## src/source/wb_pkg.sv

```systemverilog
`default_nettype none

package wb_pkg;

    // slot geometry of one retiring instruction
    localparam int NUM_SLOTS = 4;
    localparam int SLOT_W    = 64;   // result slot payload
    localparam int ADDR_W    = 32;   // memory address / destination field
    localparam int IE_TYPE_W = 4;
    localparam int REG_IDX_W = 3;    // eight architectural registers per bank

    // operand size, also used for store size
    typedef enum logic [1:0] {
        SZ_BYTE  = 2'd0,
        SZ_WORD  = 2'd1,
        SZ_DWORD = 2'd2,
        SZ_QWORD = 2'd3
    } wb_size_e;

    // micro-op class as seen by writeback
    typedef enum logic [2:0] {
        POP_NONE     = 3'd0,   // ordinary op
        POP_JMP_FAR  = 3'd1,   // loads EIP and CS
        POP_CALL_FAR = 3'd2,
        POP_IRET     = 3'd3,
        POP_HLT      = 3'd4
    } wb_pop_e;

endpackage

`default_nettype wire

```

## src/source/wb_if.sv

```systemverilog
`timescale 1ns/1ps
`default_nettype none

// register file write bundle, one per bank
interface wb_reg_if import wb_pkg::*; ();
    logic [NUM_SLOTS-1:0]                ld;    // per-slot write enable
    logic [NUM_SLOTS-1:0][REG_IDX_W-1:0] idx;
    logic [NUM_SLOTS-1:0][SLOT_W-1:0]    data;
    wb_size_e                            size;  // shared by all slots

    modport src (output ld, idx, data, size);
    modport dst (input ld, idx, data, size);
endinterface

// store request into the write-address queue
interface wb_mem_if import wb_pkg::*; ();
    logic              push;
    logic [ADDR_W-1:0] addr;
    logic [SLOT_W-1:0] data;
    wb_size_e          size;
    logic              full;   // back from the queue

    modport src (output push, addr, data, size, input full);
    modport dst (input push, addr, data, size, output full);
endinterface

`default_nettype wire

```

## src/source/writeback_unit.sv

```systemverilog
`timescale 1ns/1ps
`default_nettype none

module writeback_unit import wb_pkg::*; (
    input  logic                             valid_in,
    input  wb_pop_e                          pop,
    input  logic [3:0]                       mem_size_ovr,
    input  logic [NUM_SLOTS-1:0][SLOT_W-1:0] slot_data,
    input  logic [NUM_SLOTS-1:0][ADDR_W-1:0] slot_dest,
    input  logic [NUM_SLOTS-1:0]             slot_is_reg,
    input  logic [NUM_SLOTS-1:0]             slot_is_seg,
    input  logic [NUM_SLOTS-1:0]             slot_is_mem,
    input  logic [NUM_SLOTS-1:0]             slot_wb,
    input  wb_size_e                         slot_size,
    input  logic [ADDR_W-1:0]                eip,
    input  logic [ADDR_W-1:0]                br_fip,
    input  logic [ADDR_W-1:0]                br_fip_p1,
    input  logic                             br_taken,
    input  logic                             br_correct,
    input  logic                             ie,
    input  logic [IE_TYPE_W-1:0]             ie_type,
    input  logic                             interrupt,
    wb_reg_if.src                            gpr,
    wb_reg_if.src                            seg,
    wb_mem_if.src                            mem,
    output logic                             valid_out,
    output logic                             stall,
    output logic                             resteer,
    output logic [ADDR_W-1:0]                new_eip,
    output logic [ADDR_W-1:0]                new_fip_e,
    output logic [ADDR_W-1:0]                new_fip_o,
    output logic                             halt,
    output logic                             ie_val,
    output logic [IE_TYPE_W-1:0]             ie_type_out
);

    localparam int SEL_W = $clog2(NUM_SLOTS);

    logic                             far_op;
    logic [NUM_SLOTS-1:0]             mem_cand;   // store slots before the stall check
    logic                             has_store;
    logic [SEL_W-1:0]                 st_sel;
    wb_size_e                         ovr_size;
    logic [NUM_SLOTS-1:0][SLOT_W-1:0] res_data;
    logic [ADDR_W-1:0]                line_a;
    logic [ADDR_W-1:0]                line_b;

    assign far_op = (pop inside {POP_JMP_FAR, POP_CALL_FAR, POP_IRET});

    // qualify with valid_in, not valid_out, or stall would loop on itself
    assign mem_cand  = slot_is_mem & slot_wb & {NUM_SLOTS{valid_in}};
    assign has_store = |mem_cand;
    assign stall     = has_store & mem.full;
    assign valid_out = valid_in & ~stall;

    // selector substitution for far transfers
    always_comb begin
        res_data = slot_data;
        if (far_op)
            res_data[0] = {{(SLOT_W-16){1'b0}}, slot_data[0][47:32]};
    end

    assign gpr.ld   = slot_is_reg & slot_wb & {NUM_SLOTS{valid_out}};
    assign seg.ld   = slot_is_seg & slot_wb & {NUM_SLOTS{valid_out}};
    assign gpr.data = res_data;
    assign seg.data = res_data;
    assign gpr.size = slot_size;
    assign seg.size = slot_size;

    always_comb begin
        for (int s = 0; s < NUM_SLOTS; s++) begin
            gpr.idx[s] = slot_dest[s][REG_IDX_W-1:0];
            seg.idx[s] = slot_dest[s][REG_IDX_W-1:0];
        end
    end

    // lowest memory slot wins, scan from the top down
    always_comb begin
        st_sel = '0;
        for (int s = NUM_SLOTS - 1; s >= 0; s--)
            if (mem_cand[s])
                st_sel = SEL_W'(s);
    end

    always_comb begin
        ovr_size = slot_size;
        for (int k = 3; k >= 0; k--)
            if (mem_size_ovr[k])
                ovr_size = wb_size_e'(2'(k));
    end

    assign mem.push = has_store & valid_out;
    assign mem.addr = slot_dest[st_sel];
    assign mem.data = slot_data[st_sel];   // raw payload, far call stores CS:EIP
    assign mem.size = far_op ? SZ_QWORD : ovr_size;

    // branch target and fetch lines
    assign new_eip = !br_taken ? eip
                   : far_op    ? slot_data[0][ADDR_W-1:0]
                   :             br_fip;

    assign line_a    = {br_fip[ADDR_W-1:4], 4'b0000};
    assign line_b    = {br_fip_p1[ADDR_W-1:4], 4'b0000};
    assign new_fip_e = br_fip[4] ? line_b : line_a;
    assign new_fip_o = br_fip[4] ? line_a : line_b;

    assign resteer = valid_out & ~br_correct;
    assign halt    = valid_in & (pop == POP_HLT);

    assign ie_val      = ie | interrupt;
    assign ie_type_out = {interrupt, ie_type[IE_TYPE_W-2:0]};

    // a writing slot targets one place only
    always_comb begin
        for (int s = 0; s < NUM_SLOTS; s++)
            if (valid_in && slot_wb[s])
                assert ($onehot0({slot_is_reg[s], slot_is_seg[s], slot_is_mem[s]}))
                    else $error("slot %0d has more than one target kind", s);
    end

endmodule

`default_nettype wire

```

## src/source/reg_bank.sv

```systemverilog
`timescale 1ns/1ps
`default_nettype none

module reg_bank import wb_pkg::*; #(
    parameter int REG_W = 32
) (
    input  logic                 clk,
    input  logic                 rst_n,
    wb_reg_if.dst                wr,
    input  logic [REG_IDX_W-1:0] rd_idx,
    output logic [REG_W-1:0]     rd_data
);

    localparam int NUM_REGS = 2 ** REG_IDX_W;

    logic [REG_W-1:0] regs     [NUM_REGS];
    logic [REG_W-1:0] regs_nxt [NUM_REGS];

    // slots applied in order, so a later slot overrides an earlier one
    always_comb begin
        regs_nxt = regs;
        for (int s = 0; s < NUM_SLOTS; s++) begin
            if (wr.ld[s]) begin
                case (wr.size)
                    SZ_BYTE: regs_nxt[wr.idx[s]][7:0]  = wr.data[s][7:0];   // AL style
                    SZ_WORD: regs_nxt[wr.idx[s]][15:0] = wr.data[s][15:0];
                    default: regs_nxt[wr.idx[s]]       = wr.data[s][REG_W-1:0];
                endcase
            end
        end
    end

    always_ff @(posedge clk or negedge rst_n) begin
        if (!rst_n) begin
            for (int r = 0; r < NUM_REGS; r++)
                regs[r] <= '0;
        end else begin
            regs <= regs_nxt;
        end
    end

    assign rd_data = regs[rd_idx];   // no bypass, visible next cycle

endmodule

`default_nettype wire

```

## src/source/wb_store_queue.sv

```systemverilog
`timescale 1ns/1ps
`default_nettype none

module wb_store_queue import wb_pkg::*; #(
    parameter int QUEUE_DEPTH = 4
) (
    input  logic              clk,
    input  logic              rst_n,
    wb_mem_if.dst             enq,
    output logic              st_valid,
    input  logic              st_ready,
    output logic [ADDR_W-1:0] st_addr,
    output logic [SLOT_W-1:0] st_data,
    output wb_size_e          st_size
);

    localparam int PTR_W = (QUEUE_DEPTH > 1) ? $clog2(QUEUE_DEPTH) : 1;
    localparam int CNT_W = $clog2(QUEUE_DEPTH + 1);

    logic [ADDR_W-1:0] q_addr [QUEUE_DEPTH];
    logic [SLOT_W-1:0] q_data [QUEUE_DEPTH];
    wb_size_e          q_size [QUEUE_DEPTH];

    logic [PTR_W-1:0] wr_ptr;
    logic [PTR_W-1:0] rd_ptr;
    logic [CNT_W-1:0] count;
    logic             do_push;
    logic             do_pop;

    assign do_push = enq.push;
    assign do_pop  = st_valid & st_ready;

    assign enq.full = (count == CNT_W'(QUEUE_DEPTH));
    assign st_valid = (count != '0);

    always_ff @(posedge clk) begin
        if (do_push) begin
            q_addr[wr_ptr] <= enq.addr;
            q_data[wr_ptr] <= enq.data;
            q_size[wr_ptr] <= enq.size;
        end
    end

    always_ff @(posedge clk or negedge rst_n) begin
        if (!rst_n) begin
            wr_ptr <= '0;
            rd_ptr <= '0;
            count  <= '0;
        end else begin
            if (do_push)
                wr_ptr <= (wr_ptr == PTR_W'(QUEUE_DEPTH - 1)) ? '0 : wr_ptr + 1'b1;
            if (do_pop)
                rd_ptr <= (rd_ptr == PTR_W'(QUEUE_DEPTH - 1)) ? '0 : rd_ptr + 1'b1;
            case ({do_push, do_pop})
                2'b10:   count <= count + 1'b1;
                2'b01:   count <= count - 1'b1;
                default: count <= count;   // both or neither
            endcase
        end
    end

    // head shown while not empty
    assign st_addr = q_addr[rd_ptr];
    assign st_data = q_data[rd_ptr];
    assign st_size = q_size[rd_ptr];

    // the unit must hold its store back with stall
    a_no_push_full: assert property (@(posedge clk) disable iff (!rst_n)
        enq.push |-> !enq.full);

    // a waiting head stays put until taken
    a_head_stable: assert property (@(posedge clk) disable iff (!rst_n)
        st_valid && !st_ready |=> st_valid && $stable(st_addr) && $stable(st_data));

endmodule

`default_nettype wire

```

## src/source/wb_top.sv

```systemverilog
`timescale 1ns/1ps
`default_nettype none

module wb_top import wb_pkg::*; #(
    parameter int QUEUE_DEPTH = 4
) (
    input  logic                             clk,
    input  logic                             rst_n,
    input  logic                             valid_in,
    input  wb_pop_e                          pop,
    input  logic [3:0]                       mem_size_ovr,
    input  logic [NUM_SLOTS-1:0][SLOT_W-1:0] slot_data,
    input  logic [NUM_SLOTS-1:0][ADDR_W-1:0] slot_dest,
    input  logic [NUM_SLOTS-1:0]             slot_is_reg,
    input  logic [NUM_SLOTS-1:0]             slot_is_seg,
    input  logic [NUM_SLOTS-1:0]             slot_is_mem,
    input  logic [NUM_SLOTS-1:0]             slot_wb,
    input  wb_size_e                         slot_size,
    input  logic [ADDR_W-1:0]                eip,
    input  logic [ADDR_W-1:0]                br_fip,
    input  logic [ADDR_W-1:0]                br_fip_p1,
    input  logic                             br_taken,
    input  logic                             br_correct,
    input  logic                             ie,
    input  logic [IE_TYPE_W-1:0]             ie_type,
    input  logic                             interrupt,
    output logic                             valid_out,
    output logic                             stall,
    output logic                             resteer,
    output logic [ADDR_W-1:0]                new_eip,
    output logic [ADDR_W-1:0]                new_fip_e,
    output logic [ADDR_W-1:0]                new_fip_o,
    output logic                             halt,
    output logic                             ie_val,
    output logic [IE_TYPE_W-1:0]             ie_type_out,
    input  logic [REG_IDX_W-1:0]             gpr_rd_idx,
    output logic [31:0]                      gpr_rd_data,
    input  logic [REG_IDX_W-1:0]             seg_rd_idx,
    output logic [15:0]                      seg_rd_data,
    output logic                             st_valid,
    input  logic                             st_ready,
    output logic [ADDR_W-1:0]                st_addr,
    output logic [SLOT_W-1:0]                st_data,
    output wb_size_e                         st_size
);

    wb_reg_if gpr_if ();
    wb_reg_if seg_if ();
    wb_mem_if mem_if ();

    writeback_unit u_wb (
        .valid_in    (valid_in),
        .pop         (pop),
        .mem_size_ovr(mem_size_ovr),
        .slot_data   (slot_data),
        .slot_dest   (slot_dest),
        .slot_is_reg (slot_is_reg),
        .slot_is_seg (slot_is_seg),
        .slot_is_mem (slot_is_mem),
        .slot_wb     (slot_wb),
        .slot_size   (slot_size),
        .eip         (eip),
        .br_fip      (br_fip),
        .br_fip_p1   (br_fip_p1),
        .br_taken    (br_taken),
        .br_correct  (br_correct),
        .ie          (ie),
        .ie_type     (ie_type),
        .interrupt   (interrupt),
        .gpr         (gpr_if.src),
        .seg         (seg_if.src),
        .mem         (mem_if.src),
        .valid_out   (valid_out),
        .stall       (stall),
        .resteer     (resteer),
        .new_eip     (new_eip),
        .new_fip_e   (new_fip_e),
        .new_fip_o   (new_fip_o),
        .halt        (halt),
        .ie_val      (ie_val),
        .ie_type_out (ie_type_out)
    );

    // general registers
    reg_bank #(.REG_W(32)) u_gpr (
        .clk    (clk),
        .rst_n  (rst_n),
        .wr     (gpr_if.dst),
        .rd_idx (gpr_rd_idx),
        .rd_data(gpr_rd_data)
    );

    // segment selectors
    reg_bank #(.REG_W(16)) u_seg (
        .clk    (clk),
        .rst_n  (rst_n),
        .wr     (seg_if.dst),
        .rd_idx (seg_rd_idx),
        .rd_data(seg_rd_data)
    );

    wb_store_queue #(.QUEUE_DEPTH(QUEUE_DEPTH)) u_wbaq (
        .clk     (clk),
        .rst_n   (rst_n),
        .enq     (mem_if.dst),
        .st_valid(st_valid),
        .st_ready(st_ready),
        .st_addr (st_addr),
        .st_data (st_data),
        .st_size (st_size)
    );

endmodule

`default_nettype wire

```

## config.mk

```make
export PLATFORM = sky130hd
export DESIGN_NAME = wb_top
export DESIGN_NICKNAME = d
export VERILOG_FILES = /design/src/source/wb_pkg.sv /design/src/source/wb_if.sv /design/src/source/writeback_unit.sv /design/src/source/reg_bank.sv /design/src/source/wb_store_queue.sv /design/src/source/wb_top.sv
export SDC_FILE = /design/constraint.sdc
export NUM_CORES = 2
export LEC_CHECK = 0
export BUFFER_PORTS_ARGS = -buffer_cell sky130_fd_sc_hd__buf_2
export CORE_UTILIZATION = 35
export DETAILED_ROUTE_END_ITERATION = 6
export SETUP_SLACK_MARGIN = 0.1
export SYNTH_ARGS = -nofsm -noshare
export SYNTH_HDL_FRONTEND = slang
export SYNTH_SLANG_ARGS = --single-unit
```

## constraint.sdc

```tcl
create_clock -name clk -period 3.7 [get_ports clk]
set_input_delay 0.185 -clock clk [delete_from_list [all_inputs] [get_ports clk]]
set_output_delay 0.185 -clock clk [all_outputs]
set_load 0.01 [all_outputs]
```

==> impl_metrics.csv <==
group,metric,value,unit
floorplanning,die_height,375,um
route,via_count,49100,
timing,drv_slew,0,
timing,finalSetupViolations,0,
clock_network,clockRootBuffer,"clkbuf_16",
outcome,status,"finished with violations",
synthesis,yosysTopAreaCell,"edfxtp_1",
floorplanning,fp.coreArea,0.138,sq mm
cells_and_area,layout.nets,6113,
setup_path,r2r_cells,9,
global_routing,groute.usage.overall,34.3,%
global_routing,grt_max_degree,99,
clock_network,cts_made_buffers,92,
place,dpl.hpwl,177,mm
synthesis,ys.warnings.count,0,
floorplanning,die_area,0.141,sq mm
setup_path,r2r_start,"u_wbaq.count[0]",
timing,fmax,289,MHz
cells_and_area,mostFrequentLayoutCells,"752 x buf_2, 618 x nand2_1, 392 x edfxtp_1",
setup_path,end_kind,"flip-flop",
cells_and_area,area.growth.synth_to_final,23.5,%
synthesis,synthCells,4785,
pwr,pwr-share-clk,28.5,%
clock_network,cts_setup_buffers,0,
pwr,p_comb_share,33.5,%
outcome,violations,"design-rule violations",
timing,worst_pin_slew,1.40,ns
global_routing,antenna_found_initial,53,
place,dp_slack,0.403,ns
timing,grt_setup_unrepaired,"no",
setup_path,critPathCapture,"u_seg.regs[64]",
synthesis,synthArstFlopShare,49.9,%
setup_path,required,4.31,ns
route,drt_iter0_drc,7644,
timing,fin_skew,0.0445,ns
global_routing,grt_pass1_wl,347,mm
place,portBuffers,755,
pwr,p_leak,23.4,nW
pwr,power,33.8,mW
setup_path,crit_fanout,20,
floorplanning,die_w,375,um
place,place_area,0.0551,sq mm
pwr,swShare,35.1,%
synthesis,yosysSeqAreaShare,44.3,%
min_path,hp-class,"in -> reg",
clock_network,h-tree-depth,3,
route,drt-total-wl,250,mm
route,drc_errors,12,
cells_and_area,final_core_util,43.6,%
route,antenna_left,0,
synthesis,synth_edf_count,392,
setup_path,arrival,4.06,ns
pwr,p_per_area,562,mW/mm^2
synthesis,synth_area,0.0487,sq mm
setup_path,r2r-end,"u_seg.regs[64]",
place,gp_congestion,1.02,
route,wl_per_cell,33.4,um
synthesis,synth_top_area_share,24.2,%
clock_network,clk_pin_slew,0.07,ns
floorplanning,io_pins,775,
clock_network,clk_path_buf_depth,3,
clock_network,clk_latency,0.74,ns
flow_run,max_cap_viol_count,0,
global_routing,first_global_vias,46300,
synthesis,synth_area_leaders,"edfxtp_1 24%, dfrtp_1 20%, mux4_2 9.0%, nand2_1 4.8%, a221oi_1 2.8%",
setup_path,cp-start-kind,"flip-flop",
synthesis,synth-seq-cells,783,
route,viasPerCell,6.56,
timing,timing.setup.tns,0,ns
setup_path,critPathLaunch,"u_wbaq.count[0]",
floorplanning,num_rows,136,
global_routing,overflow,0,
min_path,min_from,"slot_dest[23]",
synthesis,postSynthAreaPerCell,10.2,sq um
timing,relSlewSlack,6.99,%
timing,fin_crit_sh,93.4,%
cells_and_area,fin_area,0.0601,sq mm
setup_path,critPathKind,"reg -> reg",
pwr,net-switching-power,11.8,mW
synthesis,ys.flop_type,"edfxtp_1",
pwr,seqPwrFrac,38.0,%
synthesis,synth.distinct_cells,98,
clock_network,cts_tree,"yes",
timing,final_hold_viol_count,0,
cells_and_area,drive_gt1_share,28.3,%
floorplanning,start_util,35.3,%
timing,period_needed,3.46,ns
pwr,peakVddDrop,0.000368,V
route,drt_first_pass_iters,7,
pwr,p_int,21.9,mW
clock_network,clock_sink_count,783,
timing,fin_ws,0.244,ns
setup_path,regToRegSetupSlack,0.24,ns
cells_and_area,final_common_cell,"buf_2",
==> repair_timing <==
action,in CTS,in global routing
hold buffers,180,0
endpoints found under the hold margin,508,0
endpoints found under the setup margin,0,1
resized for setup,0,1
==> power by group through the flow <==
stage / Sequential (mW) / Combinational (mW) / Clock [mW]
finish: 12.8 / 11.3 / 9.63
floorplan: 12.2 / 6.76 / 0
CTS: 12.7 / 11.2 / 9.72
global placement: 12.8 / 10.8 / 0
detailed placement: 12.9 / 10.9 / 0
global route: 13.0 / 11.9 / 10.0
==> through the flow <==
step	instances	hold slack [ns]
floorplan	4792	-0.111
detailed placement	7103	0.317
global placement	7103	0.310
CTS	7456	0.000154
global route	7467	0.0179
finish	7483	0.0189
==> worst min path at each step <==
stage,end,cells after the start
detailed placement,u_gpr.regs[185],1
finish,u_wbaq.q_addr[2][23],3
CTS,u_seg.regs[12],2
global placement,u_gpr.regs[185],1
global route,u_wbaq.q_addr[2][23],3
floorplan,u_gpr.regs[0],0
==> layer usage <==
layer / up-vias / routed length [um] / track usage, %
li1: 20200 / - / -
met3: 888 / 34500 / 12.6
met4: 36 / 16600 / 19.6
met1: 23900 / 94000 / 44.0
met2: 4014 / 104000 / 49.5
met5: - / 397 / 0.926
==> critical path, cell delays in order, from the launching register on <==
cell and delay [ns]:
dfrtp_1 0.40, nand4bb_1 0.20, a31o_4 0.30, buf_4 0.30, buf_4 0.30, nand2b_1 0.24
nor2_2 0.63, mux2i_1 0.27, a22oi_1 0.10, dlygate4sd3_1 0.57
==> synthesized netlist by cell type (17+ instances only) <==
library cell  count
o221ai_1         34
buf_1            77
mux4_2          194
buf_2            72
a31oi_1         139
or3_1            25
nor3_1          100
a21oi_1         264
nor2_2           17
nor3_2           24
and2_1          117
a22oi_1          76
o21ai_1          93
a211oi_1        113
nand2b_1         33
dfrtp_1         391
a221o_1         102
edfxtp_1        392
a221oi_1        158
mux2i_1         128
clkbuf_1        320
and3_1           47
nand3_1          97
nand2_1         618
mux2_2          111
o21ai_0         150
nor2_1          329
o22ai_1         206
a22o_1           17
buf_4            18
o211ai_1         31
==> cells by family (layout without fill, tap and decap cells) <==
kind of cell,Yosys count,count (layout),share of synthesized area (%)
AO/OA/AOI/OAI,1519,1519,21.6
XOR/XNOR,3,3,0.0540
adder cells (fa/ha/maj),7,7,0.195
buffers and inverters,520,1390,4.53
flip-flops,783,783,44.3
multiplexers,434,434,14.2
other,1,35,0.00771
AND/OR/NAND/NOR,1518,1518,15.1
==> final cells by class <==
cell class / count / area [sq um]
sequential: 783 / 21600
antenna: 27 / 67.6
clock buffer: 117 / 2490
timing repair buffer: 1197 / 7960
clock inverter: 56 / 653
tap: 1794 / 2240
multi-input combinational: 3489 / 25000
fill: 13200 / 77600
inverter: 20 / 80.1
==> flip-flops by register name, indices dropped and copies added (netlist names) <==
signal / count
u_seg.regs: 128
u_gpr.regs: 256
u_wbaq.q_data: 256
u_wbaq.q_size: 8
u_wbaq.wr_ptr: 2
u_wbaq.count: 3
u_wbaq.rd_ptr: 2
u_wbaq.q_addr: 128
Power figures use the tool's default switching activity.
